==> config.mk <==
export PLATFORM = sky130hd
export DESIGN_NAME = sram_alloc_top
export DESIGN_NICKNAME = d
export VERILOG_FILES = /design/src/common/sram_alloc_pkg.sv /design/src/port_wr_sram_matcher/port_wr_sram_matcher.sv /design/src/verilog/port_wr_alloc_ctrl.sv /design/src/verilog/sram_alloc_top.sv /design/src/verilog/sram_status_table.sv
export SDC_FILE = /design/constraint.sdc
export NUM_CORES = 2
export LEC_CHECK = 0
export ABC_CLOCK_PERIOD_IN_PS = 6500
export CORE_MARGIN = 2
export CORE_UTILIZATION = 55
export CTS_CLUSTER_DIAMETER = 50
export DETAILED_ROUTE_END_ITERATION = 16
export DONT_BUFFER_PORTS = 1
export HOLD_SLACK_MARGIN = 0.06
export PLACE_DENSITY_LB_ADDON = 0.08
export SLEW_MARGIN = 20
export SYNTH_ARGS = -nofsm -noshare
export SYNTH_HDL_FRONTEND = slang
export SYNTH_HIERARCHICAL = 1
export SYNTH_SLANG_ARGS = --single-unit
==> constraint.sdc <==
create_clock -name clk -period 6.5 [get_ports clk]
set_input_delay 0.325 -clock clk [delete_from_list [all_inputs] [get_ports clk]]
set_output_delay 0.325 -clock clk [all_outputs]
set_load 0.01 [all_outputs]
==> src/common/sram_alloc_pkg.sv <==
`default_nettype none

package sram_alloc_pkg;

    ////////////////////////////////////////////////////////////////////////////
    // buffer geometry
    ////////////////////////////////////////////////////////////////////////////
    localparam int SRAM_NUM   = 32;  // banks in the packet buffer
    localparam int SRAM_IDX_W = 5;   // bank index
    localparam int LEN_W      = 9;   // packet length in bytes
    localparam int CELL_W     = 11;  // free-cell counter, holds up to 2047
    localparam int PKT_W      = 9;   // packets per bank

    typedef logic [SRAM_IDX_W-1:0] sram_idx_t;
    typedef logic [LEN_W-1:0]      pkt_len_t;
    typedef logic [CELL_W-1:0]     cell_cnt_t;
    typedef logic [PKT_W-1:0]      pkt_cnt_t;

    // request controller
    typedef enum logic [1:0] {
        IDLE,   // waiting for req_valid
        MATCH,  // scan windows running
        GRANT   // one-cycle grant / commit
    } alloc_state_t;

    // window matcher
    typedef enum logic [1:0] {
        MS_IDLE,
        MS_SEARCH,
        MS_DONE
    } match_state_t;

    // cells taken by a packet: length bits 8..3 plus one
    function automatic cell_cnt_t len_to_cells(input pkt_len_t len);
        return cell_cnt_t'(len[LEN_W-1:3]) + cell_cnt_t'(1);
    endfunction

endpackage

`default_nettype wire

==> src/port_wr_sram_matcher/port_wr_sram_matcher.sv <==
`timescale 1ns/1ps
`default_nettype none

module port_wr_sram_matcher #(
    parameter int MATCH_THRESHOLD = 31  // last tick of a scan window
) (
    input  wire  logic                      clk,
    input  wire  logic                      rst_n,

    // request side
    input  wire  sram_alloc_pkg::pkt_len_t  new_length,
    input  wire  logic                      match_enable,
    output logic                            match_suc,

    // scan pointer in, winner out
    input  wire  sram_alloc_pkg::sram_idx_t matching_sram,
    output sram_alloc_pkg::sram_idx_t       matching_best_sram,
    output logic                            update_matched_sram,

    // status of the bank under the pointer
    input  wire  logic                      accessible,
    input  wire  sram_alloc_pkg::cell_cnt_t free_space,
    input  wire  sram_alloc_pkg::pkt_cnt_t  packet_amount
);

    import sram_alloc_pkg::*;

    localparam int TICK_W = $clog2(MATCH_THRESHOLD + 1);
    localparam logic [TICK_W-1:0] LAST_TICK = MATCH_THRESHOLD[TICK_W-1:0];

    match_state_t      match_state;
    logic [TICK_W-1:0] matching_tick;  // position inside the window
    logic              matching_find;  // some bank recorded this window
    pkt_cnt_t          max_amount;     // packet count of the recorded bank
    cell_cnt_t         need_cells;
    logic              bank_ok;        // current bank can take the packet
    logic              window_end;

    assign need_cells = len_to_cells(new_length);
    assign bank_ok    = accessible && (free_space >= need_cells);
    assign window_end = match_enable && (matching_tick == LAST_TICK);

    // level seen by the controller as "candidate seen"
    assign update_matched_sram = match_enable && !match_suc && matching_find;

    ////////////////////////////////////////////////////////////////////////////
    // window FSM
    ////////////////////////////////////////////////////////////////////////////
    always_ff @(posedge clk) begin
        if (!rst_n) begin
            match_state <= MS_IDLE;
            match_suc   <= 1'b0;
        end else begin
            case (match_state)
                MS_IDLE: begin
                    if (match_enable)
                        match_state <= MS_SEARCH;
                end
                MS_SEARCH: begin
                    // last bank of the window still counts as a find
                    if (window_end && (matching_find || bank_ok)) begin
                        match_suc   <= 1'b1;
                        match_state <= MS_DONE;
                    end
                end
                MS_DONE: begin
                    match_suc   <= 1'b0;  // single-cycle pulse
                    match_state <= MS_IDLE;
                end
                default: match_state <= MS_IDLE;
            endcase
        end
    end

    // tick runs in step with the scan pointer, restarts every window
    always_ff @(posedge clk) begin
        if (!rst_n)
            matching_tick <= '0;
        else if (match_enable && matching_tick != LAST_TICK)
            matching_tick <= matching_tick + 1'b1;
        else
            matching_tick <= '0;
    end

    ////////////////////////////////////////////////////////////////////////////
    // best-bank tracking
    ////////////////////////////////////////////////////////////////////////////
    always_ff @(posedge clk) begin
        if (!rst_n || !match_enable || match_suc) begin
            matching_find <= 1'b0;  // fresh record for the next request
            max_amount    <= '0;
        end else if (bank_ok && packet_amount >= max_amount) begin
            max_amount    <= packet_amount;  // >= so a later bank wins a tie
            matching_find <= 1'b1;
        end
    end

    // winner index, held through match_suc
    always_ff @(posedge clk) begin
        if (match_enable && !match_suc && bank_ok && packet_amount >= max_amount)
            matching_best_sram <= matching_sram;
    end

endmodule

`default_nettype wire

==> src/verilog/port_wr_alloc_ctrl.sv <==
`timescale 1ns/1ps
`default_nettype none

module port_wr_alloc_ctrl #(
    parameter int MATCH_THRESHOLD = 31  // same window length as the matcher
) (
    input  wire  logic                      clk,
    input  wire  logic                      rst_n,

    // write port request
    input  wire  logic                      req_valid,
    input  wire  sram_alloc_pkg::pkt_len_t  req_length,

    // from matcher
    input  wire  logic                      match_suc,
    input  wire  sram_alloc_pkg::sram_idx_t matching_best_sram,
    input  wire  logic                      update_matched_sram,  // candidate seen

    // to matcher / status table
    output logic                            match_enable,
    output sram_alloc_pkg::pkt_len_t        new_length,
    output sram_alloc_pkg::sram_idx_t       scan_sram,

    // to outside
    output logic                            busy,
    output logic                            grant_valid,
    output sram_alloc_pkg::sram_idx_t       grant_sram,

    // charge to status table
    output logic                            commit_valid,
    output sram_alloc_pkg::sram_idx_t       commit_sram,
    output sram_alloc_pkg::pkt_len_t        commit_length
);

    import sram_alloc_pkg::*;

    localparam sram_idx_t LAST_SRAM = sram_idx_t'(MATCH_THRESHOLD);  // window end

    alloc_state_t state;
    logic         window_end;
    sram_idx_t    scan_inc;   // wrapping increment

    assign window_end = (scan_sram == LAST_SRAM);
    assign scan_inc   = (scan_sram == sram_idx_t'(SRAM_NUM - 1)) ? '0 : scan_sram + 1'b1;

    assign match_enable  = (state == MATCH);
    assign busy          = (state != IDLE);
    assign grant_valid   = (state == GRANT);
    assign commit_valid  = (state == GRANT);  // charge together with the grant
    assign commit_sram   = grant_sram;
    assign commit_length = new_length;

    ////////////////////////////////////////////////////////////////////////////
    // request FSM and scan pointer
    ////////////////////////////////////////////////////////////////////////////
    always_ff @(posedge clk) begin
        if (!rst_n) begin
            state     <= IDLE;
            scan_sram <= '0;
        end else begin
            case (state)
                IDLE: begin
                    if (req_valid) begin  // strobes while busy never get here
                        state     <= MATCH;
                        scan_sram <= '0;
                    end
                end
                MATCH: begin
                    if (match_suc) begin
                        state <= GRANT;
                    end else if (window_end) begin
                        // empty window, retry sweeps from bank 0 again
                        if (!update_matched_sram)
                            scan_sram <= '0;
                        else
                            scan_sram <= scan_inc;
                    end else begin
                        scan_sram <= scan_inc;
                    end
                end
                GRANT: state <= IDLE;  // one grant cycle only
                default: state <= IDLE;
            endcase
        end
    end

    // request payload, held for the whole search
    always_ff @(posedge clk) begin
        if (state == IDLE && req_valid)
            new_length <= req_length;
        if (state == MATCH && match_suc)
            grant_sram <= matching_best_sram;  // best bank valid with match_suc
    end

endmodule

`default_nettype wire

==> src/verilog/sram_alloc_top.sv <==
`timescale 1ns/1ps
`default_nettype none

module sram_alloc_top #(
    parameter int MATCH_THRESHOLD = 31,   // 31 -> one window covers all banks
    parameter int SRAM_CELLS      = 1024
) (
    input  wire  logic                                clk,
    input  wire  logic                                rst_n,
    input  wire  logic                                req_valid,
    input  wire  sram_alloc_pkg::pkt_len_t            req_length,
    input  wire  logic                                release_valid,
    input  wire  sram_alloc_pkg::sram_idx_t           release_sram,
    input  wire  sram_alloc_pkg::pkt_len_t            release_length,
    input  wire  logic [sram_alloc_pkg::SRAM_NUM-1:0] sram_lock,
    output logic                                      busy,
    output logic                                      grant_valid,
    output sram_alloc_pkg::sram_idx_t                 grant_sram
);

    import sram_alloc_pkg::*;

    // controller <-> matcher
    logic      match_enable;
    pkt_len_t  new_length;
    sram_idx_t scan_sram;
    logic      match_suc;
    sram_idx_t matching_best_sram;
    logic      update_matched_sram;

    // status table read
    logic      accessible;
    cell_cnt_t free_space;
    pkt_cnt_t  packet_amount;

    // charge path
    logic      commit_valid;
    sram_idx_t commit_sram;
    pkt_len_t  commit_length;

    port_wr_alloc_ctrl #(
        .MATCH_THRESHOLD (MATCH_THRESHOLD)
    ) u_ctrl (
        .clk                 (clk),
        .rst_n               (rst_n),
        .req_valid           (req_valid),
        .req_length          (req_length),
        .match_suc           (match_suc),
        .matching_best_sram  (matching_best_sram),
        .update_matched_sram (update_matched_sram),
        .match_enable        (match_enable),
        .new_length          (new_length),
        .scan_sram           (scan_sram),
        .busy                (busy),
        .grant_valid         (grant_valid),
        .grant_sram          (grant_sram),
        .commit_valid        (commit_valid),
        .commit_sram         (commit_sram),
        .commit_length       (commit_length)
    );

    port_wr_sram_matcher #(
        .MATCH_THRESHOLD (MATCH_THRESHOLD)
    ) u_matcher (
        .clk                 (clk),
        .rst_n               (rst_n),
        .new_length          (new_length),
        .match_enable        (match_enable),
        .match_suc           (match_suc),
        .matching_sram       (scan_sram),
        .matching_best_sram  (matching_best_sram),
        .update_matched_sram (update_matched_sram),
        .accessible          (accessible),
        .free_space          (free_space),
        .packet_amount       (packet_amount)
    );

    sram_status_table #(
        .SRAM_CELLS (SRAM_CELLS)
    ) u_status (
        .clk            (clk),
        .rst_n          (rst_n),
        .scan_sram      (scan_sram),
        .sram_lock      (sram_lock),
        .accessible     (accessible),
        .free_space     (free_space),
        .packet_amount  (packet_amount),
        .commit_valid   (commit_valid),
        .commit_sram    (commit_sram),
        .commit_length  (commit_length),
        .release_valid  (release_valid),
        .release_sram   (release_sram),
        .release_length (release_length)
    );

endmodule

`default_nettype wire

==> src/verilog/sram_status_table.sv <==
`timescale 1ns/1ps
`default_nettype none

module sram_status_table #(
    parameter int SRAM_CELLS = 1024  // free cells per bank out of reset
) (
    input  wire  logic                                clk,
    input  wire  logic                                rst_n,

    // scan read port
    input  wire  sram_alloc_pkg::sram_idx_t           scan_sram,
    input  wire  logic [sram_alloc_pkg::SRAM_NUM-1:0] sram_lock,
    output logic                                      accessible,
    output sram_alloc_pkg::cell_cnt_t                 free_space,
    output sram_alloc_pkg::pkt_cnt_t                  packet_amount,

    // charge from the allocator
    input  wire  logic                                commit_valid,
    input  wire  sram_alloc_pkg::sram_idx_t           commit_sram,
    input  wire  sram_alloc_pkg::pkt_len_t            commit_length,

    // credit from the read side
    input  wire  logic                                release_valid,
    input  wire  sram_alloc_pkg::sram_idx_t           release_sram,
    input  wire  sram_alloc_pkg::pkt_len_t            release_length
);

    import sram_alloc_pkg::*;

    cell_cnt_t free_cells [SRAM_NUM];  // per-bank free cells
    pkt_cnt_t  pkt_amount [SRAM_NUM];  // per-bank packets stored
    cell_cnt_t free_nxt   [SRAM_NUM];
    pkt_cnt_t  pkt_nxt    [SRAM_NUM];

    cell_cnt_t commit_cells;
    cell_cnt_t release_cells;

    assign commit_cells  = len_to_cells(commit_length);
    assign release_cells = len_to_cells(release_length);

    ////////////////////////////////////////////////////////////////////////////
    // scan read, combinational
    ////////////////////////////////////////////////////////////////////////////
    assign accessible    = !sram_lock[scan_sram];  // lock bit set -> skip
    assign free_space    = free_cells[scan_sram];
    assign packet_amount = pkt_amount[scan_sram];

    ////////////////////////////////////////////////////////////////////////////
    // update
    ////////////////////////////////////////////////////////////////////////////
    // commit and release may land on the same bank, both apply
    always_comb begin
        for (int i = 0; i < SRAM_NUM; i++) begin
            free_nxt[i] = free_cells[i];
            pkt_nxt[i]  = pkt_amount[i];
            if (commit_valid && commit_sram == sram_idx_t'(i)) begin
                free_nxt[i] = free_nxt[i] - commit_cells;
                pkt_nxt[i]  = pkt_nxt[i] + 1'b1;
            end
            if (release_valid && release_sram == sram_idx_t'(i)) begin
                free_nxt[i] = free_nxt[i] + release_cells;
                pkt_nxt[i]  = pkt_nxt[i] - 1'b1;
            end
        end
    end

    always_ff @(posedge clk) begin
        if (!rst_n) begin
            for (int i = 0; i < SRAM_NUM; i++) begin
                free_cells[i] <= cell_cnt_t'(SRAM_CELLS);  // every bank empty
                pkt_amount[i] <= '0;
            end
        end else begin
            for (int i = 0; i < SRAM_NUM; i++) begin
                free_cells[i] <= free_nxt[i];
                pkt_amount[i] <= pkt_nxt[i];
            end
        end
    end

endmodule

`default_nettype wire
==> flow_metrics.env <==
export IMPL_via_per_inst=6.351
export IMPL_grt_pass1_vias=54310
export IMPL_clock_sinks=681
export IMPL_p_switching_w=0.003511
export IMPL_arrival_ns=6.05
export IMPL_use_met3_pct=6.752
export IMPL_skew_ns=0.02533
export IMPL_leakage_nw=26.84
export IMPL_holdWs_ns=0.1217
export IMPL_grt_busiest_layer="met2"
export IMPL_worstPathRequired_ns=7.09
export IMPL_fmax_mhz=183.3
export IMPL_pwr_density_cell_nw_per_um2=178.9
export IMPL_drt_pass1_iterations=8
export IMPL_yosys_warnings=6
export IMPL_wl_per_cell_um=23.00
export IMPL_intPower_w=0.008984
export IMPL_path_max_fanout=21
export IMPL_dieArea_um2=118700
export IMPL_netlist_instances=7840
export IMPL_critPathKind="register to register"
export IMPL_tightest_slew_ns=1.154
export IMPL_cts_path_max_buffers=3
export IMPL_finalPower_w=0.01250
export IMPL_grt_max_degree=155
export IMPL_dp_hpwl_um=156800
export IMPL_fin_setup_tns_ns=0
export IMPL_p_sw_share_pct=28.10
export IMPL_final_min_period_over_clock_period_pct=83.92
export IMPL_hold_viol_final=0
export IMPL_period_minus_slack_ns=5.455
export IMPL_io_buffers=0
export IMPL_layout_common_cells="nor2_1 (839), nand2_1 (712), dfxtp_1 (661), xnor2_1 (582), ha_1 (501)"
export IMPL_use_met1_pct=49.45
export IMPL_crit_path_start_kind="register"
export IMPL_clk_latency_ns=0.72
export IMPL_die_h_um=344.5
export IMPL_pwr_share_comb_pct=12.1
export IMPL_start_util_pct=55.62
export IMPL_final_util_pct=60.93
export IMPL_final_common_cell="nor2_1"
export IMPL_drtIter0Drc=5926
export IMPL_drive_gt1_share_pct=9.919
export IMPL_htree_levels=3
export IMPL_via_count=59330
export IMPL_grtUsageMet2_pct=53.73
export IMPL_gp_congestion=0.9542
export IMPL_peakVddDrop_mv=0.2087
export IMPL_io_pins=66
export IMPL_clk_pin_slew_ns=0.06
export IMPL_cts_resized=0
export IMPL_layout_nets=8346
export IMPL_pwr_share_seq_pct=34.5
export IMPL_maxSlewHeadroom_pct=20.88
export IMPL_grt_pass1_wl_um=323900
export IMPL_synth_nets=8466
export IMPL_final_cells=9341
export IMPL_tritoncts="yes"
export IMPL_antenna_found_initial=17
export IMPL_core_area_um2=114700
export IMPL_ant_nets=0
export IMPL_syn_area_per_cell_um2=8.134
export IMPL_hold_depth=4
export IMPL_reg2reg_depth=17
export IMPL_end_kind="register"
export IMPL_num_rows=124
export IMPL_outcome="finished, final reports clean"
export IMPL_grt_setup_unrepaired="no"
export IMPL_grtUsageTotal_pct=35.37
export IMPL_clockPowerShare_pct=53.4
export IMPL_hold_start="release_sram[2]"
export IMPL_holdCritPathClass="input pin to register"
export IMPL_slew_violations=0
export IMPL_globalRoute_totalOverflow=0
export IMPL_cts_root_buf="clkbuf_16"
export IMPL_crit_start="u_ctrl/commit_length[3]"
export IMPL_nFillCells=10210
export IMPL_drc=0
export IMPL_areaGrowthSynthToFinish_pct=9.553
export IMPL_setup_viol=0
export IMPL_r2r_start="u_ctrl/commit_length[3]"
export IMPL_cap_violations=0
export IMPL_cts_made_buffers=119
export IMPL_numPlacedInstances=9098
export IMPL_dieWidth_um=344.5
export IMPL_synthesis_area_um2=63770
export IMPL_wirelength_um=214900
critical path, cell delays in order (launching register included):
cell      delay [ns]
edfxtp_1        0.53
ha_2            0.47
inv_2           0.60
buf_4           0.43
ha_1            0.29
and3b_1         0.17
o21ai_0         0.16
o221ai_1        0.19
xnor2_1         0.18
nand2_1         0.09
xnor2_1         0.16
ha_1            0.24
or2_2           0.29
o311ai_0        0.54
a2111o_1        0.21
a21boi_0        0.32
o21ai_1         0.14
mux2_2          0.28
per-stage QoR:
stage | area (µm²) | worst slack [ns]
6_report | 69860 | 1.045
3_3_place_gp | 65490 | 1.237
3_5_place_dp | 65490 | 1.137
5_1_grt | 69850 | 0.8087
2_1_floorplan | 63770 | 0.6393
4_1_cts | 69840 | 1.087
final timing paths:
kind	to	slack [ns]
min reg2reg	u_ctrl/commit_sram[0]	0.42
max	u_status/free_cells[2][10]	1.05
max reg2reg	u_status/free_cells[2][10]	1.05
min	u_status/pkt_amount[15][1]	0.12
sequential cells by signal, indices dropped and copies added (netlist names):
name	flops
u_ctrl/commit_sram	5
u_ctrl/commit_length	6
u_status/free_cells	352
u_ctrl/state	2
u_matcher/max_amount	9
u_matcher/matching_find	1
u_status/pkt_amount	288
u_ctrl/scan_sram	5
u_matcher/match_state	2
u_matcher/match_suc	1
u_matcher/matching_tick	5
u_matcher/matching_best_sram	5
final cells by class:
class | instances | area [µm²] | area share (%)
Multi-Input combinational cell | 6363 | 47020 | 67.30
Sequential cell | 681 | 13810 | 19.76
Clock buffer | 147 | 3278 | 4.692
Tap cell | 1512 | 1892 | 2.708
Timing Repair Buffer | 167 | 1466 | 2.099
Inverter | 388 | 1464 | 2.095
Clock inverter | 77 | 924.6 | 1.323
Antenna cell | 6 | 15.01 | 0.02149
what timing repair did:
item	4_1_cts	5_1_grt
hold buffers	13	0
setup buffers	0	0
hold endpoints to repair	197	0
layer usage:
metal	routed length [µm]	part of all wire, %
met4	8986	4.2
met1	92850	43
met2	91390	43
met3	21600	10
met5	50	0.023
power by group through the flow:
| stage | logic [W] | clock network [W] | registers (W) |
|---|---|---|---|
| 5_1_grt | 0.00163 | 0.00690 | 0.00432 |
| 6_report | 0.00151 | 0.00667 | 0.00431 |
| 4_1_cts | 0.00148 | 0.00674 | 0.00431 |
| 2_1_floorplan | 0.00107 | 0 | 0.00436 |
| 3_3_place_gp | 0.00141 | 0 | 0.00440 |
| 3_5_place_dp | 0.00144 | 0 | 0.00440 |
No activity file was read; power rests on OpenSTA's default activity.
